==> src/cache_cfg_pkg.sv <==
package cache_cfg_pkg;

    // Geometry of the direct-mapped data cache
    localparam int WORDS_PER_LINE = 4;  // Beats per write-back or refill
    localparam int NUM_LINES      = 2;  // Lines selected by address bit 4

    // Address split
    //   31..5 tag, 4 index, 3..2 word offset, 1..0 byte offset
    typedef logic [31:0] word_t;    // Addresses and data words
    typedef logic [26:0] tag_t;     // Address bits 31..5
    typedef logic [0:0]  index_t;   // Address bit 4
    typedef logic [1:0]  offset_t;  // Address bits 3..2, also the beat index

endpackage

==> src/cache_op_pkg.sv <==
package cache_op_pkg;

    // Access size, encoded exactly as the RV32 load/store funct3 field
    typedef enum logic [2:0] {
        SZ_B  = 3'b000,  // Signed byte
        SZ_H  = 3'b001,  // Signed halfword
        SZ_W  = 3'b010,  // Word
        SZ_BU = 3'b100,  // Unsigned byte, loads only
        SZ_HU = 3'b101   // Unsigned halfword, loads only
    } size_e;

    // Miss handling controller
    typedef enum logic [2:0] {
        IDLE,        // Waiting for a CPU request
        LOOKUP,      // Tag compare on the latched address
        WRITEBACK,   // Dirty victim goes out one word per cycle
        REFILL_REQ,  // Single read strobe, new tag installed
        REFILL,      // Collecting the four returned words
        RESPOND      // Store merge and done strobe
    } ctrl_state_e;

endpackage

==> src/cache_store_if.sv <==
interface cache_store_if;
    import cache_cfg_pkg::*;
    import cache_op_pkg::*;

    // Driven by the controller
    word_t   req_addr;      // Latched request address
    word_t   req_wdata;     // Latched store data
    size_e   req_size;      // Latched access size
    logic    store_en;      // Merge the latched store into the line
    logic    fill_tag_en;   // Install tag, valid and clean
    logic    beat_step;     // Advance the beat counter
    logic    beat_clear;    // Restart at beat 0
    logic    fill_we;       // Write one refill word

    // Driven by the tag/data store
    logic    hit;
    logic    victim_dirty;
    word_t   victim_addr;   // Base address of the resident line
    word_t   beat_word;     // Resident word at the current beat
    word_t   load_data;     // Extended load result

    // Driven by the beat counter
    offset_t beat;
    logic    last_beat;

    modport ctrl (
        output req_addr, req_wdata, req_size,
        output store_en, fill_tag_en, beat_step, beat_clear, fill_we,
        input  hit, victim_dirty, last_beat
    );

    modport count (
        input  beat_step, beat_clear,
        output beat, last_beat
    );

    modport store (
        input  req_addr, req_wdata, req_size,
        input  store_en, fill_tag_en, fill_we, beat,
        output hit, victim_dirty, victim_addr, beat_word, load_data
    );

endinterface

==> src/cache_fsm.sv <==
module cache_fsm (
    input  logic                 clk,
    input  logic                 arst_n,
    input  logic                 cpu_req,
    input  logic                 cpu_we,
    input  cache_cfg_pkg::word_t cpu_addr,
    input  cache_cfg_pkg::word_t cpu_wdata,
    input  cache_op_pkg::size_e  cpu_funct3,
    output logic                 busy,
    output logic                 cpu_done,
    output logic                 mem_wr,
    output logic                 mem_rd,
    input  logic                 mem_rvalid,
    cache_store_if.ctrl          st
);
    import cache_op_pkg::*;

    ctrl_state_e state;
    ctrl_state_e state_nxt;
    logic        req_we;   // Held write flag of the current access
    logic        accept;   // Request taken this cycle

    assign accept = cpu_req && (state == IDLE);

    always_ff @(posedge clk or negedge arst_n) begin
        if (!arst_n) begin
            state  <= IDLE;
            req_we <= 1'b0;
        end else begin
            state <= state_nxt;
            if (accept) begin
                req_we <= cpu_we;
            end
        end
    end

    // Request payload latch
    always_ff @(posedge clk) begin
        if (accept) begin
            st.req_addr  <= cpu_addr;
            st.req_wdata <= cpu_wdata;
            st.req_size  <= cpu_funct3;
        end
    end

    always_comb begin
        state_nxt      = state;
        busy           = (state != IDLE);
        cpu_done       = 1'b0;
        mem_wr         = 1'b0;
        mem_rd         = 1'b0;
        st.store_en    = 1'b0;
        st.fill_tag_en = 1'b0;
        st.beat_step   = 1'b0;
        st.beat_clear  = 1'b0;
        st.fill_we     = 1'b0;

        case (state)
            IDLE: begin
                if (cpu_req) begin
                    state_nxt = LOOKUP;
                end
            end
            LOOKUP: begin
                st.beat_clear = 1'b1;            // Both miss paths start at word 0
                if (st.hit) begin
                    state_nxt = RESPOND;
                end else if (st.victim_dirty) begin
                    state_nxt = WRITEBACK;
                end else begin
                    state_nxt = REFILL_REQ;
                end
            end
            WRITEBACK: begin
                mem_wr       = 1'b1;             // One word per cycle, no stall
                st.beat_step = 1'b1;
                if (st.last_beat) begin
                    state_nxt = REFILL_REQ;      // Counter wraps back to 0
                end
            end
            REFILL_REQ: begin
                mem_rd         = 1'b1;
                st.fill_tag_en = 1'b1;
                state_nxt      = REFILL;
            end
            REFILL: begin
                // Memory may hold off mem_rvalid for any number of cycles
                if (mem_rvalid) begin
                    st.fill_we   = 1'b1;
                    st.beat_step = 1'b1;
                    if (st.last_beat) begin
                        state_nxt = RESPOND;
                    end
                end
            end
            RESPOND: begin
                cpu_done    = 1'b1;
                st.store_en = req_we;            // Merge lands on the closing edge
                state_nxt   = IDLE;
            end
            default: begin
                state_nxt = IDLE;
            end
        endcase
    end

endmodule

==> src/beat_counter.sv <==
module beat_counter (
    input logic          clk,
    input logic          arst_n,
    cache_store_if.count cnt
);
    import cache_cfg_pkg::*;

    // Shared by write-back addressing and the refill word slot
    always_ff @(posedge clk or negedge arst_n) begin
        if (!arst_n) begin
            cnt.beat <= '0;
        end else if (cnt.beat_clear) begin
            cnt.beat <= '0;
        end else if (cnt.beat_step) begin
            cnt.beat <= cnt.beat + 1'b1;  // Wraps after the fourth word
        end
    end

    assign cnt.last_beat = (cnt.beat == offset_t'(WORDS_PER_LINE - 1));

endmodule

==> src/cache_store.sv <==
module cache_store (
    input logic                 clk,
    input logic                 arst_n,
    input cache_cfg_pkg::word_t mem_rdata,
    cache_store_if.store        st
);
    import cache_cfg_pkg::*;
    import cache_op_pkg::*;

    tag_t                 tag_mem  [NUM_LINES];
    word_t                data_mem [NUM_LINES][WORDS_PER_LINE];
    logic [NUM_LINES-1:0] valid;
    logic [NUM_LINES-1:0] dirty;

    tag_t       req_tag;
    index_t     idx;
    offset_t    off;
    logic [1:0] byte_off;   // Byte lane within the word
    word_t      cur_word;   // Addressed word of the indexed line
    word_t      merged;     // Addressed word with the store applied
    word_t      shifted;    // Addressed word aligned to the byte lane

    assign req_tag  = st.req_addr[31:5];
    assign idx      = st.req_addr[4];
    assign off      = st.req_addr[3:2];
    assign byte_off = st.req_addr[1:0];
    assign cur_word = data_mem[idx][off];

    assign st.hit          = valid[idx] && (tag_mem[idx] == req_tag);
    assign st.victim_dirty = valid[idx] && dirty[idx];
    assign st.victim_addr  = {tag_mem[idx], idx, 4'b0000};
    assign st.beat_word    = data_mem[idx][st.beat];

    // Store merge into the byte lane
    always_comb begin
        merged = cur_word;
        case (st.req_size)
            SZ_B: begin
                merged[8*byte_off +: 8] = st.req_wdata[7:0];
            end
            SZ_H: begin
                merged[16*byte_off[1] +: 16] = st.req_wdata[15:0];
            end
            SZ_W: begin
                merged = st.req_wdata;
            end
            default: begin
                merged = cur_word;  // Other funct3 codes leave the word alone
            end
        endcase
    end

    // Load extraction and extension
    always_comb begin
        shifted = cur_word >> {byte_off, 3'b000};
        case (st.req_size)
            SZ_B: begin
                st.load_data = {{24{shifted[7]}}, shifted[7:0]};
            end
            SZ_H: begin
                st.load_data = {{16{shifted[15]}}, shifted[15:0]};
            end
            SZ_W: begin
                st.load_data = cur_word;
            end
            SZ_BU: begin
                st.load_data = {24'h000000, shifted[7:0]};
            end
            SZ_HU: begin
                st.load_data = {16'h0000, shifted[15:0]};
            end
            default: begin
                st.load_data = '0;
            end
        endcase
    end

    always_ff @(posedge clk or negedge arst_n) begin
        if (!arst_n) begin
            valid <= '0;
            dirty <= '0;
            for (int i = 0; i < NUM_LINES; i++) begin
                tag_mem[i] <= '0;
                for (int j = 0; j < WORDS_PER_LINE; j++) begin
                    data_mem[i][j] <= '0;
                end
            end
        end else begin
            if (st.fill_tag_en) begin
                tag_mem[idx] <= req_tag;
                valid[idx]   <= 1'b1;
                dirty[idx]   <= 1'b0;                 // Fresh line matches memory
            end
            if (st.fill_we) begin
                data_mem[idx][st.beat] <= mem_rdata;  // Ascending word order
            end
            if (st.store_en) begin
                data_mem[idx][off] <= merged;
                dirty[idx]         <= 1'b1;
            end
        end
    end

endmodule

==> src/dcache_top.sv <==
module dcache_top (
    input  logic                 clk,
    input  logic                 arst_n,
    // CPU side
    input  logic                 cpu_req,
    input  logic                 cpu_we,
    input  cache_cfg_pkg::word_t cpu_addr,
    input  cache_cfg_pkg::word_t cpu_wdata,
    input  cache_op_pkg::size_e  cpu_funct3,
    output logic                 busy,
    output logic                 cpu_done,
    output cache_cfg_pkg::word_t cpu_rdata,
    // Memory side
    output logic                 mem_wr,
    output logic                 mem_rd,
    output cache_cfg_pkg::word_t mem_addr,
    output cache_cfg_pkg::word_t mem_wdata,
    input  logic                 mem_rvalid,
    input  cache_cfg_pkg::word_t mem_rdata
);

    cache_store_if st ();

    cache_fsm u_fsm (
        .clk        (clk),
        .arst_n     (arst_n),
        .cpu_req    (cpu_req),
        .cpu_we     (cpu_we),
        .cpu_addr   (cpu_addr),
        .cpu_wdata  (cpu_wdata),
        .cpu_funct3 (cpu_funct3),
        .busy       (busy),
        .cpu_done   (cpu_done),
        .mem_wr     (mem_wr),
        .mem_rd     (mem_rd),
        .mem_rvalid (mem_rvalid),
        .st         (st)
    );

    beat_counter u_beat (
        .clk    (clk),
        .arst_n (arst_n),
        .cnt    (st)
    );

    cache_store u_store (
        .clk       (clk),
        .arst_n    (arst_n),
        .mem_rdata (mem_rdata),
        .st        (st)
    );

    // Victim word address while writing back, otherwise the requested line base
    assign mem_addr  = mem_wr ? (st.victim_addr + {st.beat, 2'b00})
                              : {st.req_addr[31:4], 4'b0000};
    assign mem_wdata = st.beat_word;
    assign cpu_rdata = st.load_data;

endmodule

==> config.mk <==
export PLATFORM = sky130hd
export DESIGN_NAME = dcache_top
export DESIGN_NICKNAME = d
export VERILOG_FILES = /design/src/cache_cfg_pkg.sv /design/src/cache_op_pkg.sv /design/src/cache_store_if.sv /design/src/cache_fsm.sv /design/src/beat_counter.sv /design/src/cache_store.sv /design/src/dcache_top.sv
export SDC_FILE = /design/constraint.sdc
export NUM_CORES = 1
export LEC_CHECK = 0
export CAP_MARGIN = 20
export CELL_PAD_IN_SITES_DETAIL_PLACEMENT = 0
export CELL_PAD_IN_SITES_GLOBAL_PLACEMENT = 1
export CORE_MARGIN = 5
export CORE_UTILIZATION = 30
export DETAILED_ROUTE_END_ITERATION = 10
export DONT_BUFFER_PORTS = 1
export GPL_TIMING_DRIVEN = 0
export HOLD_SLACK_MARGIN = 0.15
export PLACE_DENSITY = 0.59
export SETUP_SLACK_MARGIN = 0.4
export SYNTH_ARGS = -nofsm -noshare
export SYNTH_HDL_FRONTEND = slang
export SYNTH_SLANG_ARGS = --single-unit
==> constraint.sdc <==
create_clock -name clk -period 4.75 [get_ports clk]
set_input_delay 0.95 -clock clk [delete_from_list [all_inputs] [get_ports clk]]
set_output_delay 0.95 -clock clk [all_outputs]
set_load 0.005 [all_outputs]
* Word-level counts from Yosys, hierarchy flattened
Index checks and enable logic that the tools add are counted.
Cells by class: add/subtract/negate cells 4, $lt $le $gt $ge 8, equal/unequal tests 15, shift-type cells 5, multiplexer cells 57, bitwise gates (word level) 7, reduce and logical (&&, ||, !) cells 12
Operator list (number):
- two-way mux 128 bit | 5
- bitwise mux 256 bit | 2
- two-way mux 256 bit | 2
- demux 128 bit (select 1 bit) | 2
- two-way mux 32 bit | 7
- case mux 32 bit (5 select lines) | 1
- binary-select mux 32 bit (select 2 bit) | 2
- demux 32 bit (select 2 bit) | 2
- two-way mux 27 bit | 4
- case mux 32 bit (3 select lines) | 1
- negation 5 -> 34 bit | 2
- bitwise mux 32 bit | 2
- bitwise mux 54 bit | 1
- variable shift 16 x 34 -> 32 bit, first input constant | 1
- variable shift 8 x 34 -> 32 bit, first input constant | 1
- indexed part select 16 x 34 -> 32 bit | 1
- indexed part select 8 x 34 -> 32 bit | 1
- adder 32 x 4 -> 32 bit | 1
- >> shifter 32 x 5 -> 16 bit | 1
- demux 27 bit (select 1 bit) | 1
- equality test 27 bit | 1
- two-way mux 3 bit | 5
- case mux 3 bit (5 select lines) | 1
- two-way mux 1 bit | 13
- 25 further kinds | 48
Storage, ports and cells: register bits after elaboration 387, output and inout port bits 100, logic and storage cells 126

* Logic depth before layout (Yosys ltp)
word-level depth 11, mapped depth 11

* Hierarchy
A second synthesis with hierarchy kept.
Second synthesis, totals: cells, all modules 2203, area total of the unflattened synthesis 24282.0 um^2
Modules (own cells, without submodules):
- cache_store | times used 1, cells an instance 1932, area each 20905.0 um^2, seq. area each 7857.5 um^2
- cache_fsm | times used 1, cells an instance 99, area each 2284.7 um^2, seq. area each 2112.0 um^2
- dcache_top | times used 1, cells an instance 165, area each 1003.5 um^2, seq. area each 0.0 um^2
- beat_counter | times used 1, cells an instance 7, area each 88.8 um^2, seq. area each 50.0 um^2

* Worst setup path after synthesis
Ideal clock, no wire load.
kind flip-flop to output port, from register u_fsm.st.req_addr[4], to output cpu_rdata[8], arrival time 2.269 ns, slack 1.531 ns, stages on the path, launching flop included 8, buffers on the path 3, cell sequence edfxtp_1 buf_6 buf_6 clkbuf_1 mux2_2 mux4_2 a222oi_1 nand2_1
On the way: cells in the longest elaborated chain, start to end 9
RTL lines:
- start, declared | line cache_store_if.sv:27 | output req_addr, req_wdata, req_size,
- start signal, assigned | line cache_fsm.sv:40 | st.req_addr <= cpu_addr;
- inverter 1 -> 2 bit (implied by the code) * | line cache_store.sv:27 | assign cur_word = data_mem[idx][off];
- two-way mux 128 bit (implied by the code) * (3 in series) | line cache_store.sv:27
- binary-select mux 32 bit (select 2 bit) * | line cache_store.sv:27
- two-way mux 32 bit (implied by the code) * (2 in series) | line cache_store.sv:27
- >> shifter 32 x 5 -> 16 bit | line cache_store.sv:55 | shifted = cur_word >> {byte_off, 3'b000};
- case mux 32 bit (5 select lines) * | line cache_store.sv:56 | case (st.req_size)
- end, declared | line dcache_top.sv:12 | output cache_cfg_pkg::word_t cpu_rdata,
Mark *: on every way between the ends. The rest lies on a longest branch, timed or not. The select of a mux whose other input is x is not followed.

* Worst setup path after layout
Ends and elaborated chain as after synthesis.

==> results.json <==
{
  "status": "complete, no violations",
  "vias_per_cell": 5.623,
  "cts_made_buffers": 50,
  "timing.critical_path.buf_inv": 3,
  "ys.flop_type": "sky130_fd_sc_hd__dfrtp_1",
  "ctsRootBufferMaster": "sky130_fd_sc_hd__clkbuf_16",
  "timing.hold.ws_ps": 32.34,
  "r2r-end": "u_store.data_mem[81]",
  "worst-r2r-setup-slack_ps": 780,
  "timing.critical_path.arrival_ps": 3380,
  "row_count": 100,
  "floorplan.die.height_um": 284.6,
  "fin_setup_tns_ps": 0,
  "numClockSinks": 387,
  "clkSlewWorstSetupHoldPaths_ps": 60,
  "final-seq-area_mm2": 0.01002,
  "cts_max_path_buffers": 3,
  "route.met2.wl_mm": 44.17,
  "cp_slowest_cell": "sky130_fd_sc_hd__mux4_2",
  "power.static_leakage_nw": 10.56,
  "drt-pass1-iter-count": 8,
  "syn-cell-area_mm2": 0.02262,
  "timing.critical_path.from_type": "flip-flop",
  "commonest_cells_after_routing_fill_and_taps_aside": "sky130_fd_sc_hd__mux2_2, sky130_fd_sc_hd__dfrtp_1, sky130_fd_sc_hd__nand2_1",
  "route.detailed.wl_per_inst_um": 28.93,
  "ctsHtreeMaxLevel": 2,
  "fillerInstances": 7478,
  "synth_cell_types": 65,
  "highest_layer": "met4",
  "rsz0062_at_grt": "yes",
  "postSynth.asyncResetShare": 0.8269,
  "place.detailed.hpwl_mm": 64.03,
  "worstSetupPathType": "flip-flop to output port",
  "power_density_mw_per_mm2": 654.3,
  "max-vdd-ir-drop_mv": 0.3608,
  "final_design_area_excluding_fillers_mm2": 0.02571,
  "fp.dieArea_mm2": 0.08100,
  "max_slew.worst_pin.slew_ps": 1345,
  "placed_cell_area_mm2": 0.02395,
  "globalplace.congestion": 0.8728,
  "io_buffers": 0,
  "max-slew-margin-rel": 0.1031,
  "fin_util": 0.3447,
  "drive_gt1_frac": 0.2817,
  "met3RoutedLength_mm": 6.434,
  "ys_seq_elements": 387,
  "first_global_vias": 17940,
  "cpLargestDelayFamily": "multiplexers",
  "finalWirelength_mm": 91.55,
  "clock_latency_ps": 620,
  "total_power_mw": 16.82,
  "multi_input_comb_area_mm2": 0.01183,
  "final_min_period_over_clock_period": 0.9115,
  "report.final.setup_viol": 0,
  "top_level_pins": 204,
  "synth-warning-count": 0,
  "cp-end-kind": "output port",
  "cts_tree": "done",
  "timing.clock.skew_ps": 26.40,
  "rr_startpoint": "u_fsm.st.req_addr[1]",
  "worstHoldPathType": "input pin to asynchronous set/reset pin",
  "drt_drc_violations_left": 0,
  "largest_net_degree_at_the_start_of_global_routing": 321,
  "clock.fmax_mhz": 231.0,
  "synth_seq_area_share": 0.4429,
  "grt_pass1_wl_mm": 130.9,
  "cp.required_ps": 3800,
  "timing.critical_path.mode_cell": "sky130_fd_sc_hd__buf_6",
  "worst_r2r_path_depth": 10,
  "first_iter_violations": 1493,
  "grt_util_all_layers": 0.2188,
  "synth-edff-count": 67,
  "number_of_vias_after_detailed_routing": 17790,
  "fin_nets": 2265,
  "grt_overflow_total": 0,
  "post_synthesis_cell_count": 2088,
  "met1Wirelength_mm": 37.52,
  "crit_chain": "buf_6 > buf_6 > buf_4 > mux2_2 > mux4_2 > a222oi_1 > nand2_1",
  "floorplan.initialDensity": 0.3034,
  "die_width_um": 284.6,
  "slowest_delay_ps": 620,
  "crit_fanout": 10,
  "core_area_mm2": 0.07457,
  "finalCriticalPeriod_ps": 4330,
  "areaGrowthSynthToFinish_pct": 13.64,
  "finalHoldViolations": 0,
  "synth_area_per_cell_um2": 10.83,
  "mostFrequentLayoutCell": "sky130_fd_sc_hd__mux2_2",
  "max_cap_violations": 0,
  "initial_antenna_violation_count": 1,
  "antenna_violating_nets_post_route": 0,
  "timing_max_transition_violations_final": 0
}
[area by class of cell]
| cell class | instances | share of cell area |
|---|---|---|
| tap | 969 | 0.04716 |
| inverter | 17 | 0.002482 |
| buffer | 161 | 0.03159 |
| timing repair buffer | 11 | 0.005159 |
| antenna | 1 | 0.00009734 |
| multi-input combinational | 1524 | 0.4601 |
| clock inverter | 26 | 0.009685 |
| sequential | 387 | 0.3897 |
| clock buffer | 68 | 0.05402 |
[cells in the mapped netlist, types with 8 or more instances]
| library cell | count | area, µm² |
|---|---|---|
| sky130_fd_sc_hd__a21oi_1 | 176 | 880.8 |
| sky130_fd_sc_hd__a22o_1 | 8 | 70.07 |
| sky130_fd_sc_hd__a22oi_1 | 17 | 127.6 |
| sky130_fd_sc_hd__a31oi_1 | 10 | 62.56 |
| sky130_fd_sc_hd__buf_1 | 22 | 82.58 |
| sky130_fd_sc_hd__buf_2 | 41 | 205.2 |
| sky130_fd_sc_hd__buf_6 | 8 | 90.09 |
| sky130_fd_sc_hd__clkbuf_1 | 87 | 326.6 |
| sky130_fd_sc_hd__dfrtp_1 | 320 | 8008 |
| sky130_fd_sc_hd__edfxtp_1 | 67 | 2012 |
| sky130_fd_sc_hd__ha_1 | 9 | 112.6 |
| sky130_fd_sc_hd__inv_1 | 13 | 48.80 |
| sky130_fd_sc_hd__mux2_2 | 342 | 3851 |
| sky130_fd_sc_hd__mux2i_1 | 104 | 1041 |
| sky130_fd_sc_hd__mux4_2 | 82 | 1847 |
| sky130_fd_sc_hd__nand2_1 | 245 | 919.6 |
| sky130_fd_sc_hd__nand2_2 | 10 | 62.56 |
| sky130_fd_sc_hd__nand2b_1 | 10 | 62.56 |
| sky130_fd_sc_hd__nand3_1 | 25 | 125.1 |
| sky130_fd_sc_hd__nor2_1 | 181 | 679.4 |
| sky130_fd_sc_hd__o21ai_0 | 159 | 795.8 |
| sky130_fd_sc_hd__o21ai_1 | 26 | 130.1 |
| sky130_fd_sc_hd__o21ai_2 | 10 | 87.58 |
| sky130_fd_sc_hd__xnor2_1 | 28 | 245.2 |
[layer usage]
layer	up-vias	track usage
met1	9193	0.2848
li1	7717	-
met2	705	0.3637
met5	-	0
met4	0	0.07660
met3	175	0.04447
[cell families after synthesis]
kind of cell,after synthesis,synth area share
simple gates,507,0.09386
mux,534,0.3013
flops,387,0.4429
buf+inv,178,0.03496
compound gates,444,0.1110
other cells,1,0.0001658
fa+ha+maj,9,0.004978
xor+xnor,28,0.01084
[state kept, by name, indices dropped and copies added (netlist names), named ones only]
register and cells:
u_beat.cnt.beat 2, u_fsm.req_we 1, u_fsm.st.req_addr 32, u_fsm.st.req_size 3, u_fsm.st.req_wdata 32, u_fsm.state 3, u_store.data_mem 256, u_store.tag_mem 54
u_store.valid 2
[through the flow]
step / setup slack (ps) / instances
2_1_floorplan: 1531 / 2089
6_report: 420.2 / 3164
5_1_grt: 355.7 / 3164
4_1_cts: 367.9 / 3161
3_3_place_gp: 131.9 / 3058
3_5_place_dp: 330.1 / 3065
[what timing repair did]
action / in CTS / in global routing
hold endpoints to repair: 320 / 320
setup endpoints to repair: 39 / 18
pin swaps: 0 / 0
resized for setup: 29 / 9
setup buffers: 2 / 2
[power by group]
| group | switching (mW) | internal [mW] | total, mW |
|---|---|---|---|
| Sequential | 0.801 | 4.70 | 5.50 |
| Combinational | 4.30 | 3.19 | 7.48 |
| Clock | 1.61 | 2.23 | 3.84 |
| Total | 6.71 | 10.1 | 16.8 |
[worst max-delay path by stage]
stage                                    start           end  slack, ps  depth (start not counted)
after detailed placement  u_fsm.st.req_addr[2]  cpu_rdata[5]        330                          6
after floorplan           u_fsm.st.req_addr[4]  cpu_rdata[8]       1530                          7
final                     u_fsm.st.req_addr[4]  cpu_rdata[8]        420                          7
after global routing      u_fsm.st.req_addr[4]  cpu_rdata[3]        360                          8
after CTS                 u_fsm.st.req_addr[3]  cpu_rdata[5]        370                          7
after global placement    u_fsm.st.req_addr[3]  cpu_rdata[3]        130                          6
(Power assumes the default switching activity.)
